<file path="src/soc_pkg.sv">
package soc_pkg;

	// ====================================================================
	// Bus geometry
	// ====================================================================

	localparam int ADDR_W = 32;
	localparam int DATA_W = 32;

	// On-chip RAM, word addressed
	localparam int RAM_DEPTH = 512;
	localparam int RAM_AW = 9;

	// Red LED register
	localparam int LED_W = 10;

	// ====================================================================
	// Address map and register offsets
	// ====================================================================

	// Top nibble of the bus address, other values are unmapped
	typedef enum logic [3:0] {
		REGION_RAM   = 4'h1,
		REGION_LED   = 4'h4,
		REGION_DMA   = 4'h9,
		REGION_TIMER = 4'ha
	} region_e;

	// DMA registers, word offset in address bits 3:2
	localparam logic [1:0] DMA_REG_SRC = 2'd0;
	localparam logic [1:0] DMA_REG_DST = 2'd1;
	localparam logic [1:0] DMA_REG_COUNT = 2'd2;
	localparam logic [1:0] DMA_REG_STATUS = 2'd3;

	// Timer registers
	localparam logic [1:0] TIMER_REG_TIME = 2'd0;
	localparam logic [1:0] TIMER_REG_CMP = 2'd1;

	// ====================================================================
	// State machines
	// ====================================================================

	typedef enum logic [1:0] {
		ARB_IDLE,
		ARB_HOST,
		ARB_DMA
	} arb_state_e;

	typedef enum logic [1:0] {
		DMA_IDLE,
		DMA_READ,
		DMA_WRITE
	} dma_state_e;

endpackage

</file>
<file path="src/timer.sv">
`timescale 1ns/1ps

module timer (
	input  logic i_clock,
	input  logic i_rst,
	input  logic i_request,
	input  logic i_rw,
	input  logic [soc_pkg::ADDR_W-1:0] i_address,
	input  logic [soc_pkg::DATA_W-1:0] i_wdata,
	output logic [soc_pkg::DATA_W-1:0] o_rdata,
	output logic o_ready,
	output logic o_timer_irq
);

	logic [soc_pkg::DATA_W-1:0] mtime;
	logic [soc_pkg::DATA_W-1:0] compare;
	logic [1:0] offset;
	logic access;

	assign offset = i_address[3:2];
	assign access = i_request && !o_ready;

	// Level interrupt, cleared by moving compare ahead
	assign o_timer_irq = mtime >= compare;

	always_ff @(posedge i_clock) begin
		if (i_rst) begin
			mtime <= '0;
			compare <= '1;
			o_ready <= 1'b0;
		end else begin
			o_ready <= access;
			mtime <= mtime + 1'b1;
			if (access && i_rw) begin
				case (offset)
					soc_pkg::TIMER_REG_TIME: mtime <= i_wdata;
					soc_pkg::TIMER_REG_CMP: compare <= i_wdata;
					default: ;
				endcase
			end
		end
	end

	// Read data, unused offsets read zero
	always_ff @(posedge i_clock) begin
		if (access) begin
			case (offset)
				soc_pkg::TIMER_REG_TIME: o_rdata <= mtime;
				soc_pkg::TIMER_REG_CMP: o_rdata <= compare;
				default: o_rdata <= '0;
			endcase
		end
	end

endmodule

</file>
<file path="config.mk">
export PLATFORM = sky130hd
export DESIGN_NAME = timer
export DESIGN_NICKNAME = d
export VERILOG_FILES = /design/src/soc_pkg.sv /design/src/timer.sv
export SDC_FILE = /design/constraint.sdc
export NUM_CORES = 1
export LEC_CHECK = 0
export BUFFER_PORTS_ARGS = -buffer_cell sky130_fd_sc_hd__buf_4
export CORE_ASPECT_RATIO = 0.7
export CORE_MARGIN = 2
export CORE_UTILIZATION = 55
export CTS_CLUSTER_SIZE = 40
export DETAILED_ROUTE_END_ITERATION = 12
export GPL_ROUTABILITY_DRIVEN = 0
export PLACE_DENSITY = 0.82
export SYNTH_ARGS = -nofsm -noshare
export SYNTH_HDL_FRONTEND = slang
export SYNTH_SLANG_ARGS = --single-unit
</file>
<file path="constraint.sdc">
create_clock -name i_clock -period 3.75 [get_ports i_clock]
set_input_delay 0.1875 -clock i_clock [delete_from_list [all_inputs] [get_ports i_clock]]
set_output_delay 0.1875 -clock i_clock [all_outputs]
set_load 0.02 [all_outputs]
</file>
### Word-level counts from Yosys, hierarchy flattened

Index checks and enable logic that the tools add are counted.

* bits in registers: 97
* bits in latches: 0
* bits in writable memories: 0
* memory bits (read-only): 0
* input port bits: 68
* output and inout port bits: 34
* word-level logic and storage cells: 15
* memories kept: 0

* $add $sub $neg: 1
* $mul: 0
* divide/modulo/power cells: 0
* magnitude comparators: 1
* equality and inequality tests: 1
* shift operators: 0
* multiplexer cells: 3
* bitwise operators: 0
* reductions and logical operators: 5

Operators with widths (number)
* $mux W32: 2
* $pmux W32 S2: 1
* $add A32 B1 Y32 const B: 1
* $ge A32 B32 Y1: 1
* $eq A2 B1 Y1 const B: 1
* $logic_and A1 B1 Y1: 2
* $logic_not A2 Y1: 1
* $reduce_and A2 Y1: 1
* $logic_not A1 Y1: 1

### Longest topological paths before layout

* word-level depth: 4
* gate-level depth with buffers: 8
* depth with buffers taken out: 7

### Least setup slack after synthesis

OpenSTA, ideal clock, no wires.

* kind: register to register
* from: register o_ready
* to: register compare[1] (netlist name)
* library setup time: 0.120 ns
* data arrival time: 3.176 ns
* data required time: 3.630 ns
* setup slack: 0.454 ns
* cell stages (with the launch flop): 8
* path buffers: 2
* period minus slack after synthesis: 3.296 ns
* cells stage by stage: dfxtp_1 nor2b_1 and3b_1 and2_1 clkbuf_1 clkbuf_1 nor2_1 a211o_1

* word-level cells in the longest chain between the ends: 4

RTL lines
* from (decl): RTL line timer.sv:11 `output logic o_ready,`
* from (signal assigned): RTL line timer.sv:32 `o_ready <= access;`
* $logic_not A1 Y1: RTL line timer.sv:21 `assign access = i_request && !o_ready;`
* $logic_and A1 B1 Y1: RTL line timer.sv:21
* net access: RTL line timer.sv:18 `logic access;`
* $logic_and A1 B1 Y1: RTL line timer.sv:34 `if (access && i_rw) begin`
* $reduce_and A2 Y1 (no source line)
* to (signal assigned): RTL line timer.sv:37 `soc_pkg::TIMER_REG_CMP: compare <= i_wdata;`
* to (decl): RTL line timer.sv:16 `logic [soc_pkg::DATA_W-1:0] compare;`

The timed path passes the listed nets, and every way through them passes these cells.
A chain may end at the register's enable or synchronous reset.

### Worst setup path in the final report

* from: register mtime[23] (netlist name)
* to: output o_timer_irq

* word-level cells in the longest chain between the ends: 1

RTL lines
* from (decl): RTL line timer.sv:15 `logic [soc_pkg::DATA_W-1:0] mtime;`
* from (signal assigned): RTL line timer.sv:33 `mtime <= mtime + 1'b1;`
* from (signal assigned): RTL line timer.sv:36 `soc_pkg::TIMER_REG_TIME: mtime <= i_wdata;`
* $ge A32 B32 Y1: RTL line timer.sv:24 `assign o_timer_irq = mtime >= compare;`
* to (decl): RTL line timer.sv:12 `output logic o_timer_irq`

Every way passes these cells.

==> reports/metrics.csv <==
metric;value;unit
pwr dens;390;nW/um2
Hold Vio Cnt, Final;0;
Worst Tran Pin Value;1190;ps
Final Max Tran Viols;0;
Syn Std Cell Area;5030;um2
sequential cell area;2260;um2
worst-skew pair later-pin latency;360;ps
Setup Buffers After CTS;0;
Leak;2.74;nW
max_cap viols;0;
number of global-route vias before repair;3791;
max_slew headroom;20.5;%
area delta synth->final;17.1;%
CTS resizes;0;
DRC;0;
Seq/Total Area, Yosys;44.9;%
antenna diode count;0;
Die W;118;um
Final Skew;8.11;ps
ys async rst share;0;%
sum of negative setup slack;0;ps
CP arrival;2650;ps
CTS tree;done;
HPWL after DPL;7.33;mm
Syn Area/Cell;9.66;um2
Initial Util;56.2;%
Multi-input gate area;2520;um2
Setup WS post-layout;915;ps
Die Y;84.0;um
largest net degree at the start of global routing;66;
CTS Buf Count;9;
power share of the sequential group;51.0;%
root cell of the clock tree;clkbuf_16;
WS Path Type;reg -> out;
DR vias;3993;
RSZ-0062 raised after global routing;false;
WP data required;3560;ps
top cells by area, synth;dfxtp_1 (26%), edfxtp_1 (19%), ha_1 (8.2%), nor2_1 (7.5%), mux2i_1 (6.6%);
Reg clk slew, reported paths;70;ps
max frequency;353;MHz
Total GRT Usage;23.5;%
# nets final;673;
WHS Path Cells;2;
grt ovf;0;
sw frac;25.8;%
combinational power share;11.6;%
run status;finished, final reports clean;
hold-fix buffer count after cts;0;
net switching power;594;uW
Hold Crit Class;in -> reg;
Clk pwr share;37.4;%
DRT Pass-1 Iters;5;
core footprint;8960;um2
H-tree levels;3;
DR iter-0 viols;265;
die area;9950;um2
clk buf depth;2;
Wirelength per Cell;15.8;um
endpoints failing setup;0;
Internal;1.71;mW
Syn Nets;622;
EDFF count, synth;32;
CTS sink cnt;97;
Antenna Nets Post-Route;0;
top_reg_cell synth;dfxtp_1;
Crit. End Element;output port;
number of I/O port buffers;71;
Period minus WS final;2830;ps
share of the synthesized area in the top cell type;25.9;%
Startpoint Class;flop;
Reg2Reg Depth;5;
layout cell share with drive strength beyond 1;16.6;%
Synth cell types;38;
first-pass GRT wire length;18.5;mm
post-synthesis register bit count;97;
Ports;102;
critical path fanouts, max;8;
Place WS;1380;ps
# rows;29;
Fill cells;719;
VDD IR-drop max;0.293;mV
period utilization;75.6;%
Post-Route WL;11.1;mm
Post-Syn Instances;521;
cell taking the most area after synthesis;dfxtp_1;
vias per inst;5.70;
antenna violations before repair;0;
Ys Warns;0;
layout make-up:
class | count | area share, %
clock inverters | 6 | 0.764
flip-flops and latches | 97 | 38.4
multi-input cells | 356 | 42.8
repair buffers | 73 | 9.30
inverters | 35 | 2.23
well taps | 124 | 2.63
clock buffers | 10 | 3.88
Yosys cell counts, types with 8 or more instances:
| library cell | instances |
|---|---|
| xor2_1 | 20 |
| nand4_1 | 15 |
| inv_1 | 35 |
| dfxtp_1 | 65 |
| ha_1 | 33 |
| clkbuf_1 | 29 |
| a21oi_1 | 8 |
| a211oi_1 | 29 |
| a211o_1 | 32 |
| mux2i_1 | 33 |
| nor2_1 | 101 |
| nand2_1 | 14 |
| nand3_1 | 14 |
| edfxtp_1 | 32 |
layer usage:
metal,GRT usage [%],part of all wire [%]
met5,0,0
met4,7.01,1.6
met3,6.42,6.2
met2,36.5,44
met1,32.0,48
cell usage in the layout, fill, tap and decap left out, types with 3 or more instances in the layout:
cell type / n
a211o_1: 32
a211oi_1: 29
a21o_1: 4
a21oi_1: 8
a311oi_1: 5
and3_1: 5
and4_1: 5
buf_4: 73
clkbuf_16: 9
clkinvlp_4: 3
dfxtp_1: 65
edfxtp_1: 32
ha_1: 33
inv_1: 35
mux2i_1: 33
nand2_1: 14
nand3_1: 14
nand4_1: 15
nor2_1: 101
o21ai_0: 7
or3_1: 3
xnor2_1: 6
xor2_1: 20
logic make-up after synthesis:
group	count (synthesis)	share of synthesized area [%]
muxes	33	6.56
buffers and inverters	68	5.12
xor gates and xnor gates	26	4.52
DFF	97	44.9
adders and majority gates	33	8.20
AOI/OAI and AO/OA	90	13.7
and+or+nand+nor	174	17.0
worst paths after layout:
path	slack, ps	start	endpoint
setup / recovery	920	mtime[23]	o_timer_irq
hold / removal	50	i_wdata[21]	compare[21]
setup reg to reg	1390	mtime[2]	mtime[29]
hold reg to reg	540	compare[0]	compare[0]
stage by stage:
| stage | total power, mW | utilization, % | hold WS (ps) | instance area (um2) | cells |
|---|---|---|---|---|---|
| global route | 2.38 | 65.8 | 37.0 | 5900 | 701 |
| finish | 2.30 | 65.8 | 45.1 | 5900 | 701 |
| floorplan | 1.35 | - | 305 | 5030 | 521 |
| global placement | 1.45 | 62.7 | 400 | 5620 | 685 |
| CTS | 2.31 | 65.8 | 35.4 | 5900 | 701 |
| detailed placement | 1.46 | 62.7 | 405 | 5620 | 685 |
sequential cells by signal, summed over array words and instances (netlist names):
register	cells
o_rdata	32
compare	32
o_ready	1
mtime	32
power by group through the flow:
stage	clock network [mW]	logic [mW]	registers (mW)
2_1_floorplan	0	0.129	1.22
3_3_place_gp	0	0.259	1.20
3_5_place_dp	0	0.265	1.20
4_1_cts	0.871	0.267	1.17
5_1_grt	0.909	0.292	1.18
6_report	0.860	0.266	1.17
worst max-delay path, cell delays in order, from the launching register on:
cell and delay, ps:
dfxtp_1 530, ha_1 310, and4_1 200, a221o_1 350
a2111oi_0 500, o21ai_0 200, buf_4 200
Power figures use the tool's default switching activity.
