`src/soc_pkg.sv`:
```
package soc_pkg;

	// ====================================================================
	// Bus geometry
	// ====================================================================

	localparam int ADDR_W = 32;
	localparam int DATA_W = 32;

	// On-chip RAM, word addressed
	localparam int RAM_DEPTH = 512;
	localparam int RAM_AW = 9;

	// Red LED register
	localparam int LED_W = 10;

	// ====================================================================
	// Address map and register offsets
	// ====================================================================

	// Top nibble of the bus address, other values are unmapped
	typedef enum logic [3:0] {
		REGION_RAM   = 4'h1,
		REGION_LED   = 4'h4,
		REGION_DMA   = 4'h9,
		REGION_TIMER = 4'ha
	} region_e;

	// DMA registers, word offset in address bits 3:2
	localparam logic [1:0] DMA_REG_SRC = 2'd0;
	localparam logic [1:0] DMA_REG_DST = 2'd1;
	localparam logic [1:0] DMA_REG_COUNT = 2'd2;
	localparam logic [1:0] DMA_REG_STATUS = 2'd3;

	// Timer registers
	localparam logic [1:0] TIMER_REG_TIME = 2'd0;
	localparam logic [1:0] TIMER_REG_CMP = 2'd1;

	// ====================================================================
	// State machines
	// ====================================================================

	typedef enum logic [1:0] {
		ARB_IDLE,
		ARB_HOST,
		ARB_DMA
	} arb_state_e;

	typedef enum logic [1:0] {
		DMA_IDLE,
		DMA_READ,
		DMA_WRITE
	} dma_state_e;

endpackage

```
`src/bus_fabric.sv`:
```
`timescale 1ns/1ps

module bus_fabric (
	input  logic i_clock,
	input  logic i_rst,

	// System bus
	input  logic i_bus_request,
	input  logic i_bus_rw,
	input  logic [soc_pkg::ADDR_W-1:0] i_bus_address,
	input  logic [soc_pkg::DATA_W-1:0] i_bus_wdata,
	output logic [soc_pkg::DATA_W-1:0] o_bus_rdata,
	output logic o_bus_ready,

	// Slave returns
	input  logic [soc_pkg::DATA_W-1:0] i_ram_rdata,
	input  logic i_ram_ready,
	input  logic [soc_pkg::DATA_W-1:0] i_timer_rdata,
	input  logic i_timer_ready,
	input  logic [soc_pkg::DATA_W-1:0] i_dma_rdata,
	input  logic i_dma_ready,

	// Slave requests
	output logic o_ram_request,
	output logic o_timer_request,
	output logic o_dma_request,

	output logic [soc_pkg::LED_W-1:0] o_led
);

	logic [3:0] region;
	logic ram_sel;
	logic timer_sel;
	logic dma_sel;
	logic led_sel;
	logic local_sel;
	logic local_ready;

	assign region = i_bus_address[soc_pkg::ADDR_W-1 -: 4];

	assign ram_sel = region == soc_pkg::REGION_RAM;
	assign timer_sel = region == soc_pkg::REGION_TIMER;
	assign dma_sel = region == soc_pkg::REGION_DMA;
	assign led_sel = region == soc_pkg::REGION_LED;

	// LED and unmapped space are answered here
	assign local_sel = !(ram_sel || timer_sel || dma_sel);

	assign o_ram_request = i_bus_request && ram_sel;
	assign o_timer_request = i_bus_request && timer_sel;
	assign o_dma_request = i_bus_request && dma_sel;

	always_ff @(posedge i_clock) begin
		if (i_rst) begin
			o_led <= '0;
			local_ready <= 1'b0;
		end else begin
			local_ready <= i_bus_request && local_sel && !local_ready;
			if (i_bus_request && led_sel && i_bus_rw && !local_ready) begin
				o_led <= i_bus_wdata[soc_pkg::LED_W-1:0];
			end
		end
	end

	// Return path follows the selected region
	always_comb begin
		o_bus_rdata = '0;
		o_bus_ready = local_ready;
		if (ram_sel) begin
			o_bus_rdata = i_ram_rdata;
			o_bus_ready = i_ram_ready;
		end else if (timer_sel) begin
			o_bus_rdata = i_timer_rdata;
			o_bus_ready = i_timer_ready;
		end else if (dma_sel) begin
			o_bus_rdata = i_dma_rdata;
			o_bus_ready = i_dma_ready;
		end else if (led_sel) begin
			o_bus_rdata = {{(soc_pkg::DATA_W - soc_pkg::LED_W){1'b0}}, o_led};
		end
	end

endmodule

```
`config.mk`:
```
export PLATFORM = sky130hd
export DESIGN_NAME = bus_fabric
export DESIGN_NICKNAME = d
export VERILOG_FILES = /design/src/soc_pkg.sv /design/src/bus_fabric.sv
export SDC_FILE = /design/constraint.sdc
export NUM_CORES = 1
export LEC_CHECK = 0
export BUFFER_PORTS_ARGS = -buffer_cell sky130_fd_sc_hd__buf_2
export CAP_MARGIN = 30
export CELL_PAD_IN_SITES_DETAIL_PLACEMENT = 0
export CELL_PAD_IN_SITES_GLOBAL_PLACEMENT = 1
export CORE_ASPECT_RATIO = 0.7
export CORE_UTILIZATION = 17
export DETAILED_ROUTE_END_ITERATION = 7
export GPL_ROUTABILITY_DRIVEN = 0
export GPL_TIMING_DRIVEN = 0
export HOLD_SLACK_MARGIN = 0.15
export PLACE_DENSITY = 0.76
export SLEW_MARGIN = 0
export SYNTH_ARGS = -nofsm -noshare
export SYNTH_HDL_FRONTEND = slang
export SYNTH_SLANG_ARGS = --single-unit
```
`constraint.sdc`:
```
create_clock -name i_clock -period 1.6 [get_ports i_clock]
set_input_delay 0.32 -clock i_clock [delete_from_list [all_inputs] [get_ports i_clock]]
set_output_delay 0.32 -clock i_clock [all_outputs]
set_load 0.03 [all_outputs]
```
======== Yosys cells after proc, flatten, opt, wreduce, memory -nomap -nowiden ========
Index checks and enable logic that the tools add are counted.
storage, ports and cells
  bits in latches ......................... 0
  register bits ........................... 11
  memory bits (read-only) ................. 0
  logic and storage cells ................. 25
  memories kept ........................... 0
  output and inout port bits .............. 46
  RAM bits ................................ 0
  bits of input ports ..................... 167
operators by class
  magnitude comparators ................... 0
  reduce and logical (&&, ||, !) cells .... 12
  divide/modulo/power cells ............... 0
  bitwise logic cells ..................... 0
  muxes and demuxes ....................... 7
  multipliers ............................. 0
  equality and inequality tests ........... 4
  shift operators ......................... 0
  $add $sub $neg .......................... 0
operators by type and width
  kind                                                             count
  32-bit 2-to-1 mux                                                3
  10-bit 2-to-1 mux                                                1
  4-bit == test, second input constant                             2
  1-bit logical AND                                                8
  4-bit by 1-bit == test with 1-bit output, second input constant  1
  4-bit by 3-bit == test with 1-bit output, second input constant  1
  1-bit 2-to-1 mux                                                 3
  1-bit logical NOT                                                2
  1-bit logical OR                                                 2

======== Depth between registers and ports, before layout ========
  depth in word-level cells ............... 6
  gate-level depth with buffers ........... 6
  depth with buffers taken out ............ 3

======== Least setup slack after synthesis ========
No wires, ideal clock.
  path type ............................... input port to output port
  from .................................... input i_bus_address[30] in the netlist's numbering
  to ...................................... output o_bus_rdata[5] in the netlist's numbering
  required time ........................... 1280 ps
  data arrival time ....................... 1606 ps
  setup slack ............................. -326 ps
  buffers on the path ..................... 3
  stages .................................. 6
  cells stage by stage .................... buf_4 -> nor4bb_1 -> buf_2 -> buf_4 -> a21oi_1 -> a21oi_1
between the ends
  word-level cells in the longest chain between the ends .. 5
  elaborated cells on any way between the ends .. 8
  those cells by class .................... eq/ne: 4; mux: 4
RTL lines
  element                                   RTL line          source
  start, declared                           bus_fabric.sv:10  input logic [soc_pkg::ADDR_W-1:0] i_bus_address,
  4-bit by 3-bit == test with 1-bit output  bus_fabric.sv:44  assign led_sel = region == soc_pkg::REGION_LED;
  10-bit 2-to-1 mux                         bus_fabric.sv:78  end else if (led_sel) begin
  32-bit 2-to-1 mux                         bus_fabric.sv:75  end else if (dma_sel) begin
  32-bit 2-to-1 mux                         bus_fabric.sv:72  end else if (timer_sel) begin
  32-bit 2-to-1 mux (*)                     bus_fabric.sv:69  if (ram_sel) begin
  end, declared                             bus_fabric.sv:12  output logic [soc_pkg::DATA_W-1:0] o_bus_rdata,
Every way passes the cells marked *; elsewhere a longest branch is shown, timed or not.

======== Final worst setup path ========
  from .................................... input i_bus_address[29] in the netlist's numbering
  to ...................................... output o_bus_rdata[7] in the netlist's numbering
The elaborated chain is that of the path after synthesis.

==> flow_summary.toml <==
[synthesis]
ys_seq_elements = 11
synth_area_leaders = "a222oi_1, dfxtp_1, a21oi_1"
synth_area_sq_um = 1430
synthDistinctLibCells = 25
synth-seq-area-share_pct = 15.4
yosysMostFrequentCell = "a21oi_1"
synth-async-reset-ratio_pct = 0
synth_edf_count = 0
ys_warn_count = 0
syn_avg_cell_area_sq_um = 7.55
synth_flop_cell = "dfxtp_1"
synthesis.nets = 356
syn_inst = 189
synth_top_area_share_pct = 15.4
synth_common_cells = "a21oi_1, a222oi_1, inv_1, dfxtp_1, nand3_1"
synth.largest_area_cell = "a222oi_1"

[setup_path]
required_ns = 1.28
r2r_slack_ns = 0.31
path_max_fanout = 6
endpoint = "o_bus_rdata[7]"
worst-path-buf-inv = 3
path_delay_family = "simple AND/OR/NAND/NOR gates"
critPathLaunch = "i_bus_address[29]"
criticalPathCategory = "in -> out"
r2r_cells = 4
cp-start-kind = "primary input"
cp_slowest_cell = "or4b_4"
end_kind = "output port"
reg2reg_from = "local_ready"
crit_chain = "buf_12, or4b_4, clkbuf_16, nor2_4, a21oi_4, buf_6"
r2r-end = "o_led[5]"
path_depth = 6
cp.arrival_ns = 1.50
max_stage_delay_ns = 0.57

[floorplan]
dieWidth_um = 112
die_area_sq_um = 8770
row_count = 27
die_y_um = 78.7
ios = 213
core_sq_um = 8010
start_util_pct = 17.8

[route]
dr.pass1.iters = 8
routed_wirelength_mm = 7.33
drc_errors = 14
drtIter0Drc = 183
via_count = 2290
wl_per_cell_um = 15.6
drtAntennaViolNets = 0
post_drt_via_cell_ratio = 4.88

[sta]
setup_tns_ns = -5.29
period_needed_ns = 1.82
whs_ns = 0.326
hold_violations = 0
fin_ws_ns = -0.219
fmax_mhz = 550
slew_violations = 0
finalSetupViolations = 35
worst_pin_slew_ns = 0.575
layout_worst_path_cycle_share_pct = 114
rsz0062_at_grt = "true"
maxSlewHeadroom_pct = 61.5
fin_skew_ns = 0.00277

[global_routing]
grt_pass1_wl_mm = 10.4
grt_max_degree = 11
grt_antenna_before_repair = 0
grtUsageTotal_pct = 14.7
grt_pass1_vias = 2086
grt-ovfl-total = 0

[placement]
post-dp-hpwl_mm = 5.34
port_buffers = 159
placed_area_sq_um = 2550

[clock_network]
numCtsBuffers = 3
clk_latency_ns = 0.24
cts_max_level = 1
cts_root_buf = "clkbuf_16"
cts_buffer_depth = 2
cts.sinks = 11
clkSlewWorstSetupHoldPaths_ns = 0.04
tritoncts = "yes"

[status]
failed_checks = "DRC, setup timing"
status = "finished with violations"

[power]
leakage_nw = 1.57
ir_drop_uv = 538
power_density_nw_per_um2 = 420
report.power.total_mw = 1.40

[layout]
drive_gt1_share_pct = 70.9
diodes = 0
final_nets = 536
fin_area_sq_um = 3340
syn_to_final_growth_pct = 134

[worst_hold_path]
hold_path.class = "in -> reg"

[flow_run]
cap_violations = 0
## per-stage QoR
| stage | std cells | worst slack [ns] | utilization, % |
|---|---|---|---|
| 6_report | 469 | -0.219 | 41.8 |
| 2_1_floorplan | 189 | -0.0719 | - |
| 5_1_grt | 469 | -0.286 | 41.8 |
| 3_5_place_dp | 449 | -0.532 | 31.8 |
| 3_3_place_gp | 449 | -0.539 | 31.8 |
| 4_1_cts | 464 | -0.246 | 38.3 |
## worst min path at each step
stage,from,to,slack (ns),cells past startpoint
global route,i_bus_wdata[4],o_led[4],0.34,3
finish,i_bus_wdata[2],o_led[2],0.33,3
CTS,i_bus_wdata[1],o_led[1],0.32,3
floorplan,i_bus_wdata[0],o_led[0],0.46,2
detailed placement,o_led[1],o_led[1],0.49,2
global placement,o_led[0],o_led[0],0.48,2
## cells by family (layout without fill, tap and decap cells)
group / count (synthesis) / count (layout) / share of synthesized area [%]
AOI/OAI and AO/OA: 76 / 76 / 36.3
buffers and inverters: 46 / 225 / 16.7
DFF: 11 / 11 / 15.4
and+or+nand+nor: 56 / 56 / 31.6
## layout make-up
| class | count | area [sq um] |
|---|---|---|
| tap | 101 | 126 |
| inverter | 22 | 82.6 |
| buffer | 22 | 264 |
| fill | 824 | 4660 |
| multi-input combinational | 132 | 1260 |
| timing repair buffer | 177 | 1310 |
| sequential | 11 | 225 |
| clock buffer | 4 | 78.8 |
## per-layer routing
| layer | routed length [um] | global-route usage, % | vias up | share of wire, % |
|---|---|---|---|---|
| met3 | 521 | 3.09 | 2 | 7.1 |
| met4 | 19 | 0.811 | 0 | 0.26 |
| met2 | 3550 | 25.8 | 113 | 48 |
| met1 | 3240 | 19.4 | 1066 | 44 |
| li1 | - | - | 1109 | - |
| met5 | 0 | 0 | - | 0 |
## sequential cells by signal (all words and copies together) (netlist names)
register,cells
local_ready,1
o_led,10
## worst reg2reg max path: cells and delay by family, from the launching register on
family	cells	cell delay, ns
AO/OA/AOI/OAI	1	0.16
flip-flops	1	0.34
buffers and inverters	1	0.36
AND/OR/NAND/NOR	2	0.36
## layout by cell type (no fill, tap or decap), types with 2 or more instances in the layout
cell and instances:
buf_12 5, buf_4 7, o21ai_1 10, buf_16 3
buf_8 4, a222oi_1 22, a21oi_2 7, nor2_4 10
inv_2 18, nor4bb_4 2, buf_2 122, or4b_1 2
dfxtp_2 4, clkbuf_16 6, nand4bb_1 6, nor4b_4 2
nand4b_1 10, clkbuf_1 3, dfxtp_1 7, inv_1 4
a21oi_1 13, a21oi_4 11, nand3_1 10, a21o_1 10
buf_6 51, or4bb_1 4, and2_4 3
## where the power goes
part | leakage, nW | internal, mW | total (mW) | switching, mW
Clock | 0.0382 | 0.334 | 0.456 | 0.121
Sequential | 0.0909 | 0.279 | 0.282 | 0.00323
Combinational | 1.44 | 0.347 | 0.666 | 0.319
Total | 1.57 | 0.960 | 1.40 | 0.443
## repair_timing
item,in CTS,in global routing
endpoints found under the hold margin,0,0
gates cloned,5,3
resized for setup,93,55
setup buffers,6,9
pin swaps,20,19
hold buffers,0,0
endpoints found under the setup margin,36,36
(Power assumes the default switching activity.)
