$ cat config.mk
export PLATFORM = sky130hd
export DESIGN_NAME = bus_arbiter
export DESIGN_NICKNAME = d
export VERILOG_FILES = /design/src/soc_pkg.sv /design/src/bus_arbiter.sv
export SDC_FILE = /design/constraint.sdc
export NUM_CORES = 1
export LEC_CHECK = 0
export BUFFER_PORTS_ARGS = -buffer_cell sky130_fd_sc_hd__buf_2
export CAP_MARGIN = 40
export CORE_AREA = 2 2 116 118
export CTS_BUF_LIST = sky130_fd_sc_hd__clkbuf_8
export DETAILED_ROUTE_END_ITERATION = 8
export DIE_AREA = 0 0 118 120
export HOLD_SLACK_MARGIN = 0.08
export PLACE_DENSITY = 0.66
export SLEW_MARGIN = 25
export SYNTH_ARGS = -nofsm -noshare
export SYNTH_HDL_FRONTEND = slang
export SYNTH_SLANG_ARGS = --single-unit
$ cat constraint.sdc
create_clock -name i_clock -period 9.8 [get_ports i_clock]
set_input_delay 1.47 -clock i_clock [delete_from_list [all_inputs] [get_ports i_clock]]
set_output_delay 1.47 -clock i_clock [all_outputs]
set_load 0.05 [all_outputs]
$ cat src/soc_pkg.sv
package soc_pkg;

	// ====================================================================
	// Bus geometry
	// ====================================================================

	localparam int ADDR_W = 32;
	localparam int DATA_W = 32;

	// On-chip RAM, word addressed
	localparam int RAM_DEPTH = 512;
	localparam int RAM_AW = 9;

	// Red LED register
	localparam int LED_W = 10;

	// ====================================================================
	// Address map and register offsets
	// ====================================================================

	// Top nibble of the bus address, other values are unmapped
	typedef enum logic [3:0] {
		REGION_RAM   = 4'h1,
		REGION_LED   = 4'h4,
		REGION_DMA   = 4'h9,
		REGION_TIMER = 4'ha
	} region_e;

	// DMA registers, word offset in address bits 3:2
	localparam logic [1:0] DMA_REG_SRC = 2'd0;
	localparam logic [1:0] DMA_REG_DST = 2'd1;
	localparam logic [1:0] DMA_REG_COUNT = 2'd2;
	localparam logic [1:0] DMA_REG_STATUS = 2'd3;

	// Timer registers
	localparam logic [1:0] TIMER_REG_TIME = 2'd0;
	localparam logic [1:0] TIMER_REG_CMP = 2'd1;

	// ====================================================================
	// State machines
	// ====================================================================

	typedef enum logic [1:0] {
		ARB_IDLE,
		ARB_HOST,
		ARB_DMA
	} arb_state_e;

	typedef enum logic [1:0] {
		DMA_IDLE,
		DMA_READ,
		DMA_WRITE
	} dma_state_e;

endpackage

$ cat src/bus_arbiter.sv
`timescale 1ns/1ps

module bus_arbiter (
	input  logic i_clock,
	input  logic i_rst,

	// Host master
	input  logic i_host_request,
	input  logic i_host_rw,
	input  logic [soc_pkg::ADDR_W-1:0] i_host_address,
	input  logic [soc_pkg::DATA_W-1:0] i_host_wdata,
	output logic [soc_pkg::DATA_W-1:0] o_host_rdata,
	output logic o_host_ready,

	// DMA master
	input  logic i_dma_request,
	input  logic i_dma_rw,
	input  logic [soc_pkg::ADDR_W-1:0] i_dma_address,
	input  logic [soc_pkg::DATA_W-1:0] i_dma_wdata,
	output logic [soc_pkg::DATA_W-1:0] o_dma_rdata,
	output logic o_dma_ready,

	// System bus
	output logic o_bus_request,
	output logic o_bus_rw,
	output logic [soc_pkg::ADDR_W-1:0] o_bus_address,
	output logic [soc_pkg::DATA_W-1:0] o_bus_wdata,
	input  logic [soc_pkg::DATA_W-1:0] i_bus_rdata,
	input  logic i_bus_ready
);

	soc_pkg::arb_state_e state;

	logic [soc_pkg::DATA_W-1:0] rdata;
	logic host_want;
	logic dma_want;

	// A master still seeing its ready pulse has not dropped request yet
	assign host_want = i_host_request && !o_host_ready;
	assign dma_want = i_dma_request && !o_dma_ready;

	assign o_host_rdata = rdata;
	assign o_dma_rdata = rdata;

	always_ff @(posedge i_clock) begin
		if (i_rst) begin
			state <= soc_pkg::ARB_IDLE;
			o_bus_request <= 1'b0;
			o_host_ready <= 1'b0;
			o_dma_ready <= 1'b0;
		end else begin
			o_host_ready <= 1'b0;
			o_dma_ready <= 1'b0;
			case (state)
				soc_pkg::ARB_IDLE: begin
					// Host wins a tie
					if (host_want) begin
						state <= soc_pkg::ARB_HOST;
						o_bus_request <= 1'b1;
					end else if (dma_want) begin
						state <= soc_pkg::ARB_DMA;
						o_bus_request <= 1'b1;
					end
				end
				soc_pkg::ARB_HOST: begin
					if (i_bus_ready) begin
						state <= soc_pkg::ARB_IDLE;
						o_bus_request <= 1'b0;
						o_host_ready <= 1'b1;
					end
				end
				soc_pkg::ARB_DMA: begin
					if (i_bus_ready) begin
						state <= soc_pkg::ARB_IDLE;
						o_bus_request <= 1'b0;
						o_dma_ready <= 1'b1;
					end
				end
				default: state <= soc_pkg::ARB_IDLE;
			endcase
		end
	end

	// Transfer fields latched at grant, read data at completion
	always_ff @(posedge i_clock) begin
		if (state == soc_pkg::ARB_IDLE) begin
			if (host_want) begin
				o_bus_rw <= i_host_rw;
				o_bus_address <= i_host_address;
				o_bus_wdata <= i_host_wdata;
			end else if (dma_want) begin
				o_bus_rw <= i_dma_rw;
				o_bus_address <= i_dma_address;
				o_bus_wdata <= i_dma_wdata;
			end
		end
		if (i_bus_ready) begin
			rdata <= i_bus_rdata;
		end
	end

endmodule

# Yosys cells after proc, flatten, opt, wreduce, memory -nomap -nowiden
# Index checks and enable logic that the tools add are counted.
word_totals:
  reg_bits: 102
  in_bits: 167
  output_inout_bits: 132
  elab_cells: 42
op_classes:
  n_eq_ne: 4
  mux: 15
  n_bitwise: 2
  n_reduce_logical: 13
ops:
  columns: ["cell", "count"]
  rows:
  - ["$mux W32", 4]
  - ["$mux W1", 6]
  - ["$mux W2", 3]
  - ["$reduce_or A2 Y1", 3]
  - ["$pmux W2 S2", 1]
  - ["$reduce_and A2 Y1", 2]
  - ["$reduce_bool A2 Y1", 2]
  - ["$ne A3 B3 Y1 const B", 1]
  - ["$reduce_and A3 Y1", 1]
  - ["$eq A2 B1 Y1 const B", 1]
  - ["$eq A2 B2 Y1 const B", 1]
  - ["$logic_and A1 B1 Y1", 2]
  - ["$logic_not A1 Y1", 2]
  - ["$logic_not A2 Y1", 1]
  - ["$ne A2 B1 Y1 const B", 1]
  - ["$not A1 Y1", 2]
  - ["$pmux W1 S2", 1]

# Longest topological paths before layout
logic_depth:
  word_depth: 5
  ltp_mapped: 7

# Worst setup path after synthesis
# OpenSTA, ideal clock, no wires.
synth_path:
  kind: "input to register"
  startpoint: "input i_host_request"
  endpoint: "register o_bus_address[0] in the netlist's numbering, enable pin"
  t_arrival_ns: 6.591
  required_ns: 9.213
  path_slack_ns: 2.622
  cell_stages: 5
  n_path_buf: 3
  path_cell_list: "nand2b_4 > buf_6 > buf_6 > buf_6 > a21boi_0"
synth_via:
  elab_chain_cells: 3
synth_lines:
  columns: ["item", "line_no", "source"]
  rows:
  - ["from (decl)", "bus_arbiter.sv:8", "input logic i_host_request,"]
  - ["$logic_and A1 B1 Y1", "bus_arbiter.sv:39", "assign host_want = i_host_request && !o_host_ready;"]
  - ["$reduce_bool A2 Y1 (no source line)", null, null]
  - ["$reduce_and A2 Y1 (no source line)", null, null]
  - ["to (signal assigned)", "bus_arbiter.sv:89", "o_bus_address <= i_host_address;"]
  - ["to (signal assigned)", "bus_arbiter.sv:93", "o_bus_address <= i_dma_address;"]
  - ["to (decl)", "bus_arbiter.sv:26", "output logic [soc_pkg::ADDR_W-1:0] o_bus_address,"]
# No other way between the ends.
# A chain may end at the register's enable or synchronous reset.

# Worst setup path after layout
layout_path:
  startpoint: "input i_host_request"
  endpoint: "register o_bus_wdata[10] in the netlist's numbering, enable pin"
layout_via:
  elab_chain_cells: 3
layout_lines:
  columns: ["item", "line_no", "source"]
  rows:
  - ["$logic_and A1 B1 Y1", "bus_arbiter.sv:39", null]
  - ["$reduce_bool A2 Y1 (no source line)", null, null]
  - ["$reduce_and A2 Y1 (no source line)", null, null]
  - ["to (signal assigned)", "bus_arbiter.sv:90", "o_bus_wdata <= i_host_wdata;"]
  - ["to (signal assigned)", "bus_arbiter.sv:94", "o_bus_wdata <= i_dma_wdata;"]
  - ["to (decl)", "bus_arbiter.sv:27", "output logic [soc_pkg::DATA_W-1:0] o_bus_wdata,"]
# No other way between the ends.

==> flow_metrics.py <==
metrics = {
    "floorplan": {
        "fp.dieArea_um2": 14200,
        "initial_core_util": 0.326,
        "core_area_um2": 13000,
        "rows": 42,
        "die_x_um": 118,
        "io_pins": 299,
        "dieHeight_um": 120,
    },
    "detailed_routing": {
        "vias": 2919,
        "drt_wl_total_um": 10100,
        "drc_errors": 0,
        "wire_per_inst_um": 14.7,
        "drt_iter0_drc": 147,
        "antenna_left": 0,
        "drtPass1Iterations": 4,
        "vias_per_cell": 4.26,
    },
    "logic_synthesis": {
        "synth_common_cells": "edfxtp_1 (97), mux2_2 (64), buf_4 (32), dfxtp_1 (5)",
        "synth.area.top_cells": "edfxtp_1 (69%), mux2_2 (17%), buf_4 (5.7%)",
        "seq_area_frac_synth": 0.713,
        "synth.distinct_cells": 21,
        "post-synth-top-count-cell": "edfxtp_1",
        "yosys_warnings": 0,
        "postSynth.asyncResetShare": 0,
        "synth.avg_cell_area_um2": 18.2,
        "yosysTopAreaCell": "edfxtp_1",
        "ys_ff_latch": 102,
        "syn_inst": 232,
        "synth_edf_count": 97,
        "syn-cell-area_um2": 4230,
        "synth_top_area_frac": 0.689,
        "synth_nets": 403,
        "ys.flop_type": "edfxtp_1",
    },
    "setup_path": {
        "ff2ff_setup_slack_ns": 7.72,
        "critical_path.max_fanout": 38,
        "rr_worst_depth": 4,
        "r2r-end": "o_bus_wdata[10]$_DFFE_PP_",
        "criticalPathCategory": "input port to flop",
        "crit_arrival_ns": 2.76,
        "r2r-start": "state[0]$_SDFFE_PP0P_",
        "required_ns": 9.81,
        "crit_path_end_kind": "flop",
        "cp-start-kind": "input port",
    },
    "sta": {
        "setup_viol": 0,
        "period_needed_ns": 2.75,
        "rsz0062_at_grt": "false",
        "slew_headroom": 0.654,
        "fmax_ghz": 0.364,
        "finalCritPeriodShare": 0.281,
        "finalSetupTns_ns": 0,
        "clock_skew_ns": 0.0110,
        "worstMarginPinSlew_ns": 0.518,
        "finalHoldViolCount": 0,
        "slew_violations": 0,
    },
    "worst_hold_path": {
        "worstHoldStart": "o_bus_request$_SDFFE_PP0P_",
        "hold_depth": 2,
        "hold_end": "o_bus_request$_SDFFE_PP0P_",
        "hp-class": "flop to flop",
    },
    "global_route": {
        "gr-usage-met3": 0.0599,
        "grt_overflow": 0,
        "grt-busiest-layer": "met2",
        "grt_use_total": 0.141,
        "antenna_found_initial": 0,
        "met1_usage": 0.152,
        "gr-usage-met2": 0.247,
        "grt_max_degree": 70,
        "grt_pass1_vias": 2952,
        "grt_pass1_wl_um": 15100,
    },
    "layout": {
        "drive_above_1_share": 0.749,
        "syn_to_final_growth_pct": 40.5,
        "antenna_cells": 0,
        "fin_nets": 676,
        "final_cells": 686,
    },
    "pwr": {
        "power.switching_uw": 450,
        "power_density_nw_per_um2": 208,
        "seq_power_share": 0.453,
        "swShare": 0.364,
        "max-vdd-ir-drop_v": 0.0000829,
        "p_leak_nw": 2.67,
        "p_clk_frac": 0.231,
        "internal-power_uw": 786,
        "combPwrFrac": 0.316,
    },
    "cts": {
        "clkLatencyLatePin_ns": 0.37,
        "cts_tree": "built",
        "cts_buffer_depth": 2,
        "clk_pin_slew_worst_paths_ns": 0.09,
        "postCtsHoldBufs": 0,
        "h-tree-depth": 3,
        "post_cts_buffers": 0,
        "cts_root_buf": "clkbuf_8",
        "cts_buffers": 9,
        "cts.repair.resized": 0,
        "clock-sinks": 102,
    },
    "place": {
        "dp.cells": 668,
        "place.gp.congestion": 0.740,
        "io_buffers": 298,
        "place_hpwl_um": 7730,
    },
    "flow_run": {
        "drv_cap": 0,
    },
    "outcome": {
        "status": "finished, final reports clean",
    },
}
layout by cell type, fill, tap and decap left out, drive strengths merged:
cell / instances
nor3: 1
clkinv: 2
clkbuf: 9
nor2: 4
and3: 1
buf: 302
a2bb2oi: 1
or3: 1
a21boi: 1
clkinvlp: 1
ha: 4
inv: 4
a21oi: 3
and3b: 2
bufinv: 2
nor2b: 1
dfxtp: 5
o21ai: 1
edfxtp: 97
mux2: 65
nand2b: 3
power groups by stage:
stage / Clock [mW] / Combinational, mW / Sequential, mW
after global placement: 0 / 0.382 / 0.569
after detailed placement: 0 / 0.391 / 0.571
final: 0.286 / 0.390 / 0.560
after global routing: 0.319 / 0.408 / 0.566
after CTS: 0.299 / 0.392 / 0.561
after floorplan: 0 / 0.108 / 0.762
cell families after synthesis:
| group | Yosys count | share of synthesized area |
|---|---|---|
| compound gates | 6 | 0.00858 |
| fa+ha+maj | 4 | 0.0118 |
| buf+inv | 42 | 0.0740 |
| flops | 102 | 0.713 |
| mux | 65 | 0.173 |
| simple gates | 13 | 0.0195 |
state kept, by name (all words and copies together), names as in the netlist:
signal,flops
o_dma_ready,1
state,2
o_bus_wdata,32
o_bus_request,1
o_bus_address,32
o_bus_rw,1
o_host_ready,1
o_dma_rdata,32
worst max-delay path, stage by stage:
cell and delay [ns]:
buf_2 0.10, nand2b_4 0.16, a21boi_4 0.49, buf_4 0.52
worst max-delay path by stage:
stage | start | cells past startpoint | slack (ns) | endpoint
finish | i_host_request | 4 | 7.05 | o_bus_wdata[10]$_DFFE_PP_
CTS | i_host_request | 4 | 6.51 | o_bus_wdata[1]$_DFFE_PP_
global route | i_host_request | 4 | 6.95 | o_bus_wdata[26]$_DFFE_PP_
global placement | i_host_request | 4 | 5.87 | o_bus_wdata[1]$_DFFE_PP_
floorplan | i_host_request | 5 | 2.62 | o_bus_address[0]$_DFFE_PP_
detailed placement | i_host_request | 4 | 6.10 | o_bus_wdata[8]$_DFFE_PP_
area by class of cell:
class	count	area (um^2)
well taps	176	220
inverters	2	7.51
flip-flops and latches	102	3010
clock buffers	9	124
multi-input cells	88	912
fillers	1191	7040
repair buffers	302	1570
clock inverters	7	88.8
layer usage:
metal / vias up / part of all wire / wire length [um]
li1: 1384 / - / -
met4: 0 / 0.013 / 135
met2: 166 / 0.52 / 5250
met5: - / 0 / 0
met3: 10 / 0.10 / 1010
met1: 1359 / 0.37 / 3680
per-stage QoR:
stage / utilization / instance area, um^2 / total power, mW / setup slack (ns) / hold slack (ns)
after detailed placement: 0.438 / 5680 / 0.961 / 6.10 / 0.471
after global routing: 0.458 / 5940 / 1.29 / 6.95 / 0.538
after global placement: 0.435 / 5650 / 0.951 / 5.87 / 0.459
final: 0.458 / 5940 / 1.24 / 7.05 / 0.481
after CTS: 0.454 / 5890 / 1.25 / 6.51 / 0.484
after floorplan: - / 4230 / 0.871 / 2.62 / 0.506
(Power assumes the default switching activity.)
